==> src/pat_pkg.sv <==
package pat_pkg;

	// ============================================================
	// core widths
	// ============================================================
	localparam int DATA_W = 8;
	localparam int INSTR_W = 17;
	localparam int REG_AW = 3;

	typedef enum logic [1:0] {
		COND_Z  = 2'd0, // zero flag set
		COND_NZ = 2'd1,
		COND_N  = 2'd2, // negative flag set
		COND_AL = 2'd3
	} cond_e;

	// long form opcodes, 8-bit immediate
	typedef enum logic [3:0] {
		OP8_ORI  = 4'h0,
		OP8_ORR  = 4'h1,
		OP8_ANDI = 4'h2,
		OP8_ANDR = 4'h3,
		OP8_ADDI = 4'h4,
		OP8_ADDR = 4'h5,
		OP8_SUBI = 4'h6,
		OP8_SUBR = 4'h7,
		OP8_LDI  = 4'h8,
		OP8_BF   = 4'hd,
		OP8_PFX  = 4'hf  // escapes to the short form
	} op8_e;

	// short form sub-opcodes, 3-bit immediate
	typedef enum logic [3:0] {
		OP3_SHLZI = 4'h0,
		OP3_SHLZR = 4'h1,
		OP3_SHLOI = 4'h2,
		OP3_SHLOR = 4'h3,
		OP3_SHRZI = 4'h4,
		OP3_SHRZR = 4'h5,
		OP3_SHROI = 4'h6,
		OP3_SHROR = 4'h7,
		OP3_IN    = 4'h8,
		OP3_OUT   = 4'hb,
		OP3_PFX0  = 4'hf  // zero operand op in the low nibble
	} op3_e;

	typedef enum logic [3:0] {
		OP0_NOT  = 4'h0,
		OP0_TEST = 4'h2,
		OP0_NOP  = 4'h5
	} op0_e;

	typedef enum logic [3:0] {
		ALU_OR,
		ALU_AND,
		ALU_ADD,
		ALU_SUB,
		ALU_NOT,
		ALU_SHLZ,
		ALU_SHLO,
		ALU_SHRZ,
		ALU_SHRO,
		ALU_PASS_B
	} alu_op_e;

	// ============================================================
	// instruction word, two readings
	// ============================================================
	typedef struct packed {
		logic [REG_AW-1:0] rn;
		cond_e cond;
		op8_e op8;
		logic [DATA_W-1:0] imm8;
	} instr_long_t;

	typedef struct packed {
		logic [REG_AW-1:0] rn;
		cond_e cond;
		op8_e pfx;
		op3_e op3;
		logic spare; // top bit of the op0 nibble
		logic [2:0] imm3;
	} instr_short_t;

	typedef union packed {
		instr_long_t l;
		instr_short_t s;
	} instr_u;

	localparam instr_u INSTR_NOP = {3'd0, COND_AL, OP8_PFX, OP3_PFX0, OP0_NOP};

endpackage

==> src/prog_mem.sv <==
`timescale 1ns/10ps

module prog_mem import pat_pkg::*; #(
	parameter int PROG_AW = 6
) (
	input  logic clk,
	input  logic i_we,
	input  logic [PROG_AW-1:0] i_waddr,
	input  logic [INSTR_W-1:0] i_wdata,
	input  logic [PROG_AW-1:0] i_raddr,
	output logic [INSTR_W-1:0] o_rdata
);

	logic [INSTR_W-1:0] mem [2**PROG_AW];

	always_ff @(posedge clk)
	begin
		if (i_we)
			mem[i_waddr] <= i_wdata; // loader port, only used while idle
		o_rdata <= mem[i_raddr];     // registered read, word out one clock later
	end

endmodule

==> src/fetch_unit.sv <==
`timescale 1ns/10ps

module fetch_unit import pat_pkg::*; #(
	parameter int PROG_AW = 6
) (
	input  logic clk,
	input  logic reset,
	input  logic i_run,
	input  logic i_load_en,
	input  logic [PROG_AW-1:0] i_load_addr,
	input  logic [INSTR_W-1:0] i_load_data,
	input  logic i_branch,
	input  logic [PROG_AW-1:0] i_branch_target,
	output logic [PROG_AW-1:0] o_pc,
	output instr_u o_instr,
	output logic [PROG_AW-1:0] o_instr_pc
);

	logic [INSTR_W-1:0] rdata;
	logic valid_q; // word coming out of the memory is live

	prog_mem #(
		.PROG_AW(PROG_AW)
	) prog_mem_i (
		.clk(clk),
		.i_we(i_load_en),
		.i_waddr(i_load_addr),
		.i_wdata(i_load_data),
		.i_raddr(o_pc),
		.o_rdata(rdata)
	);

	always_ff @(posedge clk)
	begin
		if (reset)
		begin
			o_pc <= '0;
			valid_q <= 1'b0;
		end
		else
		begin
			// a redirect kills the word being read this cycle
			valid_q <= i_run & ~i_branch;
			if (!i_run)
				o_pc <= '0; // park at the start while idle
			else if (i_branch)
				o_pc <= i_branch_target;
			else
				o_pc <= o_pc + 1'b1;
		end
	end

	// address of the word now on the memory output
	always_ff @(posedge clk)
	begin
		o_instr_pc <= o_pc;
	end

	assign o_instr = valid_q ? instr_u'(rdata) : INSTR_NOP;

	// program may only be loaded while the core is stopped
	a_load_idle: assert property (@(posedge clk) disable iff (reset) !(i_load_en && i_run))
		else $error("program load while running");

endmodule

==> src/decode_stage.sv <==
`timescale 1ns/10ps

module decode_stage import pat_pkg::*; #(
	parameter int PROG_AW = 6
) (
	input  logic clk,
	input  logic reset,
	input  instr_u i_instr,
	input  logic [PROG_AW-1:0] i_instr_pc,
	input  logic i_squash,
	input  logic [DATA_W-1:0] i_in0,
	input  logic [DATA_W-1:0] i_in1,
	input  logic [DATA_W-1:0] i_in2,
	input  logic [DATA_W-1:0] i_rd_a,
	input  logic [DATA_W-1:0] i_rd_b,
	output logic [REG_AW-1:0] o_ra_addr,
	output logic [REG_AW-1:0] o_rb_addr,
	output alu_op_e o_alu_op,
	output logic [DATA_W-1:0] o_a,
	output logic [DATA_W-1:0] o_b,
	output logic [REG_AW-1:0] o_rn,
	output cond_e o_cond,
	output logic o_wr_reg,
	output logic o_is_out,
	output logic o_is_test,
	output logic o_is_branch,
	output logic [PROG_AW-1:0] o_target
);

	alu_op_e alu_op;
	logic wr_reg;
	logic is_out;
	logic is_test;
	logic is_branch;
	logic is_ldi;
	logic is_in;
	logic use_reg_b;
	logic is_long;
	op0_e op0;
	logic [DATA_W-1:0] imm_ext;
	logic [DATA_W-1:0] in_byte;
	logic [DATA_W-1:0] a_next;
	logic [DATA_W-1:0] b_next;

	assign is_long = (i_instr.l.op8 != OP8_PFX);
	assign op0 = op0_e'({i_instr.s.spare, i_instr.s.imm3}); // low nibble read as op0

	// ============================================================
	// opcode decode
	// ============================================================
	always_comb
	begin
		alu_op = ALU_PASS_B;
		wr_reg = 1'b0;
		is_out = 1'b0;
		is_test = 1'b0;
		is_branch = 1'b0;
		is_ldi = 1'b0;
		is_in = 1'b0;
		use_reg_b = 1'b0;
		if (is_long)
		begin
			use_reg_b = i_instr.l.op8[0]; // odd long opcodes take a register
			wr_reg = 1'b1;
			case (i_instr.l.op8)
				OP8_ORI, OP8_ORR: alu_op = ALU_OR;
				OP8_ANDI, OP8_ANDR: alu_op = ALU_AND;
				OP8_ADDI, OP8_ADDR: alu_op = ALU_ADD;
				OP8_SUBI, OP8_SUBR: alu_op = ALU_SUB;
				OP8_LDI:
				begin
					alu_op = ALU_OR; // 0 | imm
					is_ldi = 1'b1;
				end
				OP8_BF:
				begin
					wr_reg = 1'b0;
					is_branch = 1'b1;
				end
				default: wr_reg = 1'b0;
			endcase
		end
		else if (i_instr.s.op3 != OP3_PFX0)
		begin
			use_reg_b = i_instr.s.op3[0];
			wr_reg = 1'b1;
			case (i_instr.s.op3)
				OP3_SHLZI, OP3_SHLZR: alu_op = ALU_SHLZ;
				OP3_SHLOI, OP3_SHLOR: alu_op = ALU_SHLO;
				OP3_SHRZI, OP3_SHRZR: alu_op = ALU_SHRZ;
				OP3_SHROI, OP3_SHROR: alu_op = ALU_SHRO;
				OP3_IN: is_in = 1'b1;
				OP3_OUT:
				begin
					wr_reg = 1'b0;
					is_out = 1'b1;
				end
				default: wr_reg = 1'b0;
			endcase
		end
		else
		begin
			case (op0)
				OP0_NOT:
				begin
					alu_op = ALU_NOT;
					wr_reg = 1'b1;
				end
				OP0_TEST: is_test = 1'b1;
				default: ; // nop
			endcase
		end
	end

	// one-hot input select, anything else reads input 0
	always_comb
	begin
		case (i_instr.s.imm3)
			3'b010: in_byte = i_in1;
			3'b100: in_byte = i_in2;
			default: in_byte = i_in0;
		endcase
	end

	assign imm_ext = is_long ? i_instr.l.imm8 : {{(DATA_W-3){1'b0}}, i_instr.s.imm3};

	assign o_ra_addr = i_instr.l.rn;
	assign o_rb_addr = i_instr.l.imm8[REG_AW-1:0]; // same bits as imm3

	assign a_next = is_ldi ? '0 : (is_in ? in_byte : i_rd_a);
	assign b_next = is_in ? in_byte : (use_reg_b ? i_rd_b : imm_ext);

	// ============================================================
	// decode register
	// ============================================================
	always_ff @(posedge clk)
	begin
		if (reset || i_squash)
		begin
			o_wr_reg <= 1'b0;
			o_is_out <= 1'b0;
			o_is_test <= 1'b0;
			o_is_branch <= 1'b0;
		end
		else
		begin
			o_wr_reg <= wr_reg;
			o_is_out <= is_out;
			o_is_test <= is_test;
			o_is_branch <= is_branch;
		end
	end

	always_ff @(posedge clk)
	begin
		o_alu_op <= alu_op;
		o_a <= a_next;
		o_b <= b_next;
		o_rn <= i_instr.l.rn;
		o_cond <= i_instr.l.cond;
		o_target <= i_instr_pc + PROG_AW'($signed(i_instr.l.imm8)); // relative to the BF
	end

endmodule

==> src/data_regs.sv <==
`timescale 1ns/10ps

module data_regs import pat_pkg::*; (
	input  logic clk,
	input  logic [REG_AW-1:0] i_ra_addr,
	input  logic [REG_AW-1:0] i_rb_addr,
	input  logic i_we,
	input  logic [REG_AW-1:0] i_waddr,
	input  logic [DATA_W-1:0] i_wdata,
	output logic [DATA_W-1:0] o_ra,
	output logic [DATA_W-1:0] o_rb
);

	logic [DATA_W-1:0] regs [2**REG_AW];

	always_ff @(posedge clk)
	begin
		if (i_we)
			regs[i_waddr] <= i_wdata;
	end

	assign o_ra = regs[i_ra_addr]; // no bypass, writer and reader need a gap
	assign o_rb = regs[i_rb_addr];

	a_wdata_known: assert property (@(posedge clk) i_we |-> !$isunknown(i_wdata))
		else $error("register write with unknown data");

endmodule

==> src/alu.sv <==
`timescale 1ns/10ps

module alu import pat_pkg::*; (
	input  alu_op_e i_op,
	input  logic [DATA_W-1:0] i_a,
	input  logic [DATA_W-1:0] i_b,
	output logic [DATA_W-1:0] o_y
);

	logic [2:0] amt;

	assign amt = {1'b0, i_b[1:0]} + 3'd1; // shift by 1 to 4

	always_comb
	begin
		case (i_op)
			ALU_OR: o_y = i_a | i_b;
			ALU_AND: o_y = i_a & i_b;
			ALU_ADD: o_y = i_a + i_b;   // wraps mod 256
			ALU_SUB: o_y = i_a - i_b;
			ALU_NOT: o_y = ~i_a;
			ALU_SHLZ: o_y = i_a << amt;
			// one fill: shift the complement and invert back
			ALU_SHLO: o_y = ~(~i_a << amt);
			ALU_SHRZ: o_y = i_a >> amt;
			ALU_SHRO: o_y = ~(~i_a >> amt);
			default: o_y = i_b;          // pass b, used by IN
		endcase
	end

endmodule

==> src/commit_stage.sv <==
`timescale 1ns/10ps

module commit_stage import pat_pkg::*; #(
	parameter int PROG_AW = 6
) (
	input  logic clk,
	input  logic reset,
	input  cond_e i_cond,
	input  logic [REG_AW-1:0] i_rn,
	input  logic [DATA_W-1:0] i_y,
	input  logic [DATA_W-1:0] i_a,
	input  logic i_wr_reg,
	input  logic i_is_out,
	input  logic i_is_test,
	input  logic i_is_branch,
	input  logic [PROG_AW-1:0] i_target,
	output logic o_we,
	output logic [REG_AW-1:0] o_waddr,
	output logic [DATA_W-1:0] o_wdata,
	output logic o_branch,
	output logic [PROG_AW-1:0] o_branch_target,
	output logic [DATA_W-1:0] o_out,
	output logic o_out_valid
);

	logic z;
	logic n;
	logic cond_ok;

	always_comb
	begin
		case (i_cond)
			COND_Z: cond_ok = z;
			COND_NZ: cond_ok = ~z;
			COND_N: cond_ok = n;
			default: cond_ok = 1'b1;
		endcase
	end

	assign o_we = cond_ok & i_wr_reg;
	assign o_waddr = i_rn;
	assign o_wdata = i_y;
	assign o_branch = cond_ok & i_is_branch; // redirect in the commit cycle
	assign o_branch_target = i_target;

	always_ff @(posedge clk)
	begin
		if (reset)
		begin
			z <= 1'b0;
			n <= 1'b0;
			o_out <= '0;
			o_out_valid <= 1'b0;
		end
		else
		begin
			o_out_valid <= cond_ok & i_is_out;
			if (cond_ok & i_is_out)
				o_out <= i_a;
			if (cond_ok & i_is_test)
			begin
				z <= (i_a == '0);
				n <= i_a[DATA_W-1];
			end
		end
	end

	// the branch and its two squashed successors never produce output
	a_branch_no_out: assert property (@(posedge clk) disable iff (reset)
		o_branch |=> !o_out_valid [*3])
		else $error("output committed in a branch shadow");

endmodule

==> src/pat_core.sv <==
`timescale 1ns/10ps

module pat_core import pat_pkg::*; #(
	parameter int PROG_AW = 6
) (
	input  logic clk,
	input  logic reset,
	input  logic i_load_en,
	input  logic [PROG_AW-1:0] i_load_addr,
	input  logic [INSTR_W-1:0] i_load_data,
	input  logic i_run,
	input  logic [DATA_W-1:0] i_in0,
	input  logic [DATA_W-1:0] i_in1,
	input  logic [DATA_W-1:0] i_in2,
	output logic [PROG_AW-1:0] o_pc,
	output logic [DATA_W-1:0] o_out,
	output logic o_out_valid
);

	instr_u instr;
	logic [PROG_AW-1:0] instr_pc;
	logic branch;
	logic [PROG_AW-1:0] branch_target;
	logic [REG_AW-1:0] ra_addr;
	logic [REG_AW-1:0] rb_addr;
	logic [DATA_W-1:0] rd_a;
	logic [DATA_W-1:0] rd_b;
	alu_op_e alu_op;
	logic [DATA_W-1:0] op_a;
	logic [DATA_W-1:0] op_b;
	logic [DATA_W-1:0] alu_y;
	logic [REG_AW-1:0] rn;
	cond_e cond;
	logic wr_reg;
	logic is_out;
	logic is_test;
	logic is_branch;
	logic [PROG_AW-1:0] target;
	logic we;
	logic [REG_AW-1:0] waddr;
	logic [DATA_W-1:0] wdata;

	// ============================================================
	// input side
	// ============================================================
	fetch_unit #(
		.PROG_AW(PROG_AW)
	) fetch_unit_i (
		.clk(clk),
		.reset(reset),
		.i_run(i_run),
		.i_load_en(i_load_en),
		.i_load_addr(i_load_addr),
		.i_load_data(i_load_data),
		.i_branch(branch),
		.i_branch_target(branch_target),
		.o_pc(o_pc),
		.o_instr(instr),
		.o_instr_pc(instr_pc)
	);

	// ============================================================
	// processing
	// ============================================================
	decode_stage #(
		.PROG_AW(PROG_AW)
	) decode_stage_i (
		.clk(clk),
		.reset(reset),
		.i_instr(instr),
		.i_instr_pc(instr_pc),
		.i_squash(branch),
		.i_in0(i_in0),
		.i_in1(i_in1),
		.i_in2(i_in2),
		.i_rd_a(rd_a),
		.i_rd_b(rd_b),
		.o_ra_addr(ra_addr),
		.o_rb_addr(rb_addr),
		.o_alu_op(alu_op),
		.o_a(op_a),
		.o_b(op_b),
		.o_rn(rn),
		.o_cond(cond),
		.o_wr_reg(wr_reg),
		.o_is_out(is_out),
		.o_is_test(is_test),
		.o_is_branch(is_branch),
		.o_target(target)
	);

	data_regs data_regs_i (
		.clk(clk),
		.i_ra_addr(ra_addr),
		.i_rb_addr(rb_addr),
		.i_we(we),
		.i_waddr(waddr),
		.i_wdata(wdata),
		.o_ra(rd_a),
		.o_rb(rd_b)
	);

	alu alu_i (
		.i_op(alu_op),
		.i_a(op_a),
		.i_b(op_b),
		.o_y(alu_y)
	);

	// ============================================================
	// output side
	// ============================================================
	commit_stage #(
		.PROG_AW(PROG_AW)
	) commit_stage_i (
		.clk(clk),
		.reset(reset),
		.i_cond(cond),
		.i_rn(rn),
		.i_y(alu_y),
		.i_a(op_a),
		.i_wr_reg(wr_reg),
		.i_is_out(is_out),
		.i_is_test(is_test),
		.i_is_branch(is_branch),
		.i_target(target),
		.o_we(we),
		.o_waddr(waddr),
		.o_wdata(wdata),
		.o_branch(branch),
		.o_branch_target(branch_target),
		.o_out(o_out),
		.o_out_valid(o_out_valid)
	);

endmodule

==> config.mk <==
export PLATFORM = sky130hd
export DESIGN_NAME = pat_core
export DESIGN_NICKNAME = d
export VERILOG_FILES = /design/src/pat_pkg.sv /design/src/prog_mem.sv /design/src/fetch_unit.sv /design/src/decode_stage.sv /design/src/data_regs.sv /design/src/alu.sv /design/src/commit_stage.sv /design/src/pat_core.sv
export SDC_FILE = /design/constraint.sdc
export NUM_CORES = 2
export LEC_CHECK = 0
export ABC_AREA = 1
export BUFFER_PORTS_ARGS = -buffer_cell sky130_fd_sc_hd__clkbuf_2
export CORE_ASPECT_RATIO = 0.5
export CORE_MARGIN = 4
export CORE_UTILIZATION = 55
export CTS_CLUSTER_DIAMETER = 50
export DETAILED_ROUTE_END_ITERATION = 6
export GPL_TIMING_DRIVEN = 1
export PLACE_DENSITY_LB_ADDON = 0.2
export SETUP_SLACK_MARGIN = 0.05
export SYNTH_ARGS = -nofsm -noshare
export SYNTH_HDL_FRONTEND = slang
export SYNTH_SLANG_ARGS = --single-unit
==> constraint.sdc <==
create_clock -name clk -period 5.1 [get_ports clk]
set_clock_uncertainty 0.15 [all_clocks]
set_input_delay 0.51 -clock clk [delete_from_list [all_inputs] [get_ports clk]]
set_output_delay 0.51 -clock clk [all_outputs]
set_load 0.1 [all_outputs]
======== After elaboration in Yosys (flattened, before gate mapping) ========
Memories as Yosys holds them, arrays and structs flattened. A register that Yosys moved wholly into a read port is not among the register bits.
Index checks and enable logic that the tools add are counted.
word-level totals
  bits of input ports ..................... 51
  word-level logic and storage cells ...... 130
  bits in writable memories ............... 1152
  memories kept ........................... 2
  flip-flop bits (word level) ............. 59
cells by class
  mux-type cells .......................... 33
  equal/unequal tests ..................... 33
  bitwise logic cells ..................... 15
  reductions and logical operators ........ 21
  add/sub/neg operators ................... 5
  shift-type cells ........................ 4
memory list
  memory                       depth  bits a word  rd ports  clocked after memory_dff  wr ports  RTL line         text
  fetch_unit_i.prog_mem_i.mem  64     17           1         1                         1         prog_mem.sv:14   logic [INSTR_W-1:0] mem [2**PROG_AW];
  data_regs_i.regs             8      8            2         0                         1         data_regs.sv:14  logic [DATA_W-1:0] regs [2**REG_AW];
operator list
  kind                  number
  $pmux W8 S9           1
  $eq A4 B3 Y1 const B  12
  $mux W8               4
  $pmux W4 S4           2
  $eq A4 B2 Y1 const B  7
  $not A8 Y8            3
  $eq A4 B4 Y1 const B  5
  $mux W1               19
  $reduce_or A2 Y1      9
  $reduce_or A9 Y1      2
  $mux W17              1
  $logic_not A4 Y1      4
  $pmux W8 S2           1
  $shl A8 B3 Y8         2
  $shr A8 B3 Y8         2
  $eq A4 B1 Y1 const B  3
  $mux W4               3
  $reduce_or A3 Y1      3
  $add A8 B8 Y8         1
  $and A8 B8 Y8         1
  $logic_not A8 Y1      1
  $ne A4 B4 Y1 const B  2
  $or A8 B8 Y8          1
  $sub A8 B8 Y8         1
  13 further kinds      21

======== Logic depth before layout (Yosys ltp) ========
  depth after elaboration ................. 6
  depth in mapped cells ................... 19
  gate-level depth less buffers ........... 18

======== By module ========
A second synthesis with hierarchy kept.
unflattened totals
  cell total of the unflattened synthesis .. 4895
  area, all modules ....................... 52524.1 um^2
by module, submodules not included
  module        area each (um^2)  cells each  times used  seq. area each (um^2)
  prog_mem      44445.1           3731        1           33011.7
  data_regs     3553.4            445         1           1921.8
  decode_stage  1695.4            211         1           700.7
  alu           1571.5            315         1           0.0
  commit_stage  656.9             101         1           220.2
  fetch_unit    601.8             92          1           260.2

======== Worst setup path before layout ========
No wires, ideal clock.
  path type ............................... input -> register
  from .................................... in i_load_en
  to ...................................... mem fetch_unit_i.prog_mem_i.mem[32][0], enable pin
  arrival ................................. 2.758 ns
  slack ................................... 1.757 ns
  stages on the path ...................... 3
  data required time ...................... 4.515 ns
  cell sequence ........................... clkbuf_1 > nand4_1 > nor4_1
on the way
  longest elaborated chain between the ends .. 2
RTL lines
  element                        RTL line        text
  start, declared                pat_core.sv:8   input logic i_load_en,
  $mux W1                        prog_mem.sv:18  if (i_we)
  $mux W1 (implied by the code)  prog_mem.sv:19  mem[i_waddr] <= i_wdata;
  end, declared                  prog_mem.sv:14
Every way passes these cells.

======== Worst setup path after layout ========
  from .................................... reg decode_stage_i.o_b[0]
  to ...................................... mem data_regs_i.regs[1][7], data pin
on the way
  longest elaborated chain between the ends .. 4
  elaborated cells on any way between the ends .. 10
  those cells by class .................... 3 x add/sub; 4 x shift; 1 x mux; 2 x bitwise
RTL lines
  element                                                RTL line              text
  start, declared                                        decode_stage.sv:20    output logic [DATA_W-1:0] o_b,
  start signal, assigned                                 decode_stage.sv:158   o_b <= b_next;
  $add A2 B1 Y3                                          alu.sv:12             assign amt = {1'b0, i_b[1:0]} + 3'd1;
  $shr A8 B3 Y8 / $shl A8 B3 Y8 (equally long branches)  alu.sv:26, alu.sv:24
  $not A8 Y8, on equally long branches                   alu.sv:26, alu.sv:24
  $pmux W8 S9 *                                          alu.sv:16             case (i_op)
  net alu_i.o_y[7]                                       alu.sv:7              output logic [DATA_W-1:0] o_y
  end, declared                                          data_regs.sv:14
Mark *: on every way through the listed nets, which the timed path passes. The rest lies on a longest branch.

==> metrics <==
status=finished clean; CP endpoint=data_regs_i.regs[1][7]; cts bufs inserted=106; Port Buffer Count=65; routability congestion estimate=0.870; I/O Pins=66; Synth Cell Area=51300 um2; Std-Cell Rows=78; number of global-route vias before repair=32.8k; initial antenna violation count=5; area delta synth->final=10.0%; max incr delay on CP=0.76 ns; sequential share of the synthesized area=70.4%; Post-DP Area=53000 um2; Distinct cells, synth=41; final instance area=56500 um2; CP startpoint=decode_stage_i.o_b[0]; Initial DRT Pass Iterations=6; clk sink count=1228; Min-Delay Path Class=primary input to register; nets@finish=4745; PD cells=373 nW/um2; routed metal-1 wirelength=58.3 mm; Slew headroom=27.9%; Detail Route Antenna Nets=0; post-synthesis register bit count=1228; worst skew pair latency=0.71 ns; Initial Util=56.1%; Syn Nets=4714; r2r endpoint=data_regs_i.regs[1][7]; layout cells sized above 1=7.75%; Remaining Overflow, GRT=0; kind of end point of the critical path=register; fill count=7102; H-tree levels=3; WHS=0.0552 ns; die width=440 um; clock transition at the registers of the reported paths=0.06 ns; LEAKAGE=20.4 nW; DR vias=35.1k; CTS resizes=0; syn_area_per_cell=11.1 um2; DIE AREA=98600 um2; first-pass GRT wire length=204 mm; Sum Neg Setup Slack=0 ns; Final Hold Viols=0; unrepaired setup endpoints after global routing=no; vias per std cell=5.85; number of max-cap violations=0; CTS tree=done; die height=224 um; CP required=5.35 ns; synthesized instance count=4643; Total Power=0.0211 W; Largest regs=fetch_unit_i.prog_mem_i.mem x1088, data_regs_i.regs x64, fetch_unit_i.prog_mem_i.o_rdata x17; Peak VDD IR=0.244 mV; largest net degree at the start of global routing=187; area of the multi-input gates=13400 um2; r2r setup slk=0.95 ns; CORE AREA=91500 um2; Crit Path Max Fanout=20; Crit Path Category=register to register; Worst-Margin Slew=1.08 ns; final setup violation count=0; largest register by flop count=fetch_unit_i.prog_mem_i.mem; Worst setup SP type=register; minimum clock period=4.15 ns; CTS max path bufs=3; WL/cell=22.8 um; DR WL met3=15.1 mm; Total GRT Usage=27.5%; max reg flops=1088; FF-to-FF Start=decode_stage_i.o_b[0]; Synth warnings=0; CTS root buf=clkbuf_16; Register-to-Register Path Depth=13; DRC viols=0; uppermost layer routed=met4; DP Wirelength=77.1 mm; DRT Wirelength=137 mm; CP arrival=4.40 ns; fmax=241 MHz; fin. max-slew vios=0; Met2 Wirelength=60.2 mm; crit-path cells=clkinv_1 > ha_1 > inv_1 > o21ai_0 > inv_1 > ha_1 > a21oi_1 > nand2_1 > a21oi_1 > inv_1 > nand2_1 > nand3_1 > a21oi_1; CP max stage cell=dfxtp_1; storage element area=36100 um2; Tcrit/Tclk final=81.4%; DRT iter0 DRCs=5113
==> power breakdown <==
part	total [W]	internal, W	switching (W)	leakage, nW
Sequential	0.0113	0.0112	0.000120	11.0
Combinational	0.00157	0.000402	0.00116	7.71
Clock	0.00820	0.00456	0.00363	1.70
==> layout make-up <==
| class | count | area share, % |
|---|---|---|
| clock inverters | 55 | 1.10 |
| repair buffers | 185 | 2.41 |
| well taps | 1240 | 2.75 |
| clock buffers | 142 | 5.07 |
| multi-input cells | 3004 | 23.7 |
| inverters | 149 | 1.03 |
| diodes | 2 | 0.00886 |
| flip-flops and latches | 1228 | 64.0 |
==> metrics by stage <==
stage               setup slack (ns)  utilization (%)  cells
finish                         0.950             61.7   6005
global route                   0.552             61.7   6005
CTS                            0.902             61.7   6003
detailed placement             0.914             57.8   5803
global placement               0.891             57.8   5803
floorplan                       1.76                -   4643
==> routing by layer <==
metal,up-vias,track usage [%]
met4,0,6.92
li1,16200,-
met3,203,6.66
met5,-,0
met2,1744,40.9
met1,17000,41.1
==> worst max-delay path, delay by kind of cell, from the launching register on <==
kind | cells | cell delay, ns
AOI/OAI and AO/OA | 4 | 1.41
DFF | 1 | 0.76
adders and majority gates | 2 | 0.65
buffers and inverters | 4 | 0.60
and+or+nand+nor | 3 | 0.27
==> synthesized netlist by cell type (all sizes together) <==
library cell / n / area [um2]
a21o: 1 / 7.51
a21oi: 137 / 686
nor4: 9 / 56.3
a211oi: 1 / 7.51
and2: 1 / 6.26
nand3b: 4 / 30.0
o2111ai: 1 / 8.76
clkinv: 6 / 22.5
ha: 18 / 225
edfxtp: 1152 / 34600
nor3: 15 / 75.1
o211ai: 54 / 405
or2: 17 / 106
nand3: 490 / 2450
buf: 159 / 948
xor2: 11 / 96.3
a32o: 1 / 10.0
o21bai: 1 / 7.51
o31ai: 4 / 30.0
inv: 143 / 539
xnor2: 3 / 26.3
fa: 2 / 40.0
nand4: 11 / 68.8
o32ai: 1 / 8.76
o2111a: 1 / 11.3
nand2: 937 / 3520
o22ai: 2 / 12.5
nor2: 807 / 3040
clkbuf: 103 / 388
o21ai: 475 / 2380
dfxtp: 76 / 1520
==> repair_timing <==
action,CTS,global route
setup buffers,0,0
setup endpoints to repair,0,0
hold buffers,3,0
hold endpoints to repair,8,0
==> worst min-delay path by stage <==
stage                                   startpoint                          to  slack (ns)  depth (start not counted)
2_1_floorplan  fetch_unit_i.prog_mem_i.o_rdata[12]    decode_stage_i.o_cond[0]        0.24                          1
4_1_cts                                   i_in2[5]       decode_stage_i.o_b[5]        0.02                          5
6_report                                  i_in2[6]       decode_stage_i.o_b[6]        0.06                          5
5_1_grt                                   i_in2[7]       decode_stage_i.o_b[7]        0.06                          5
3_5_place_dp                  fetch_unit_i.o_pc[3]  fetch_unit_i.o_instr_pc[3]        0.29                          0
3_3_place_gp                  fetch_unit_i.o_pc[3]  fetch_unit_i.o_instr_pc[3]        0.28                          0
==> cell usage in the layout (no fill, tap or decap), types with 3 or more instances in the layout <==
cell type and n:
nor4_1 4, a21oi_1 137, ha_1 18, nor2_1 801, nor2_2 4, dfxtp_1 72
clkbuf_16 108, o21ai_0 400, buf_4 107, o21ai_1 75, dfxtp_4 3, nor4_2 5
nand3_1 490, nand3b_1 4, clkbuf_2 65, inv_1 136, inv_8 3, buf_12 10
edfxtp_1 1152, nor3_1 15, clkinv_1 26, inv_2 4, nand4_1 11, or2_2 17
o211ai_1 54, dlygate4sd3_1 3, clkinv_2 16, xor2_1 11, clkbuf_1 31, xnor2_1 3
o31ai_1 4, clkbuf_8 3, bufinv_16 12, nand2_1 935
==> kinds of logic after synthesis <==
group | count (synthesis) | synth area share, %
AO/OA/AOI/OAI | 679 | 6.96
XOR/XNOR | 14 | 0.239
adder cells (fa/ha/maj) | 20 | 0.517
buffers and inverters | 411 | 3.70
flip-flops | 1228 | 70.4
AND/OR/NAND/NOR | 2291 | 18.2
Note: power is estimated with default switching activity, not from simulation.
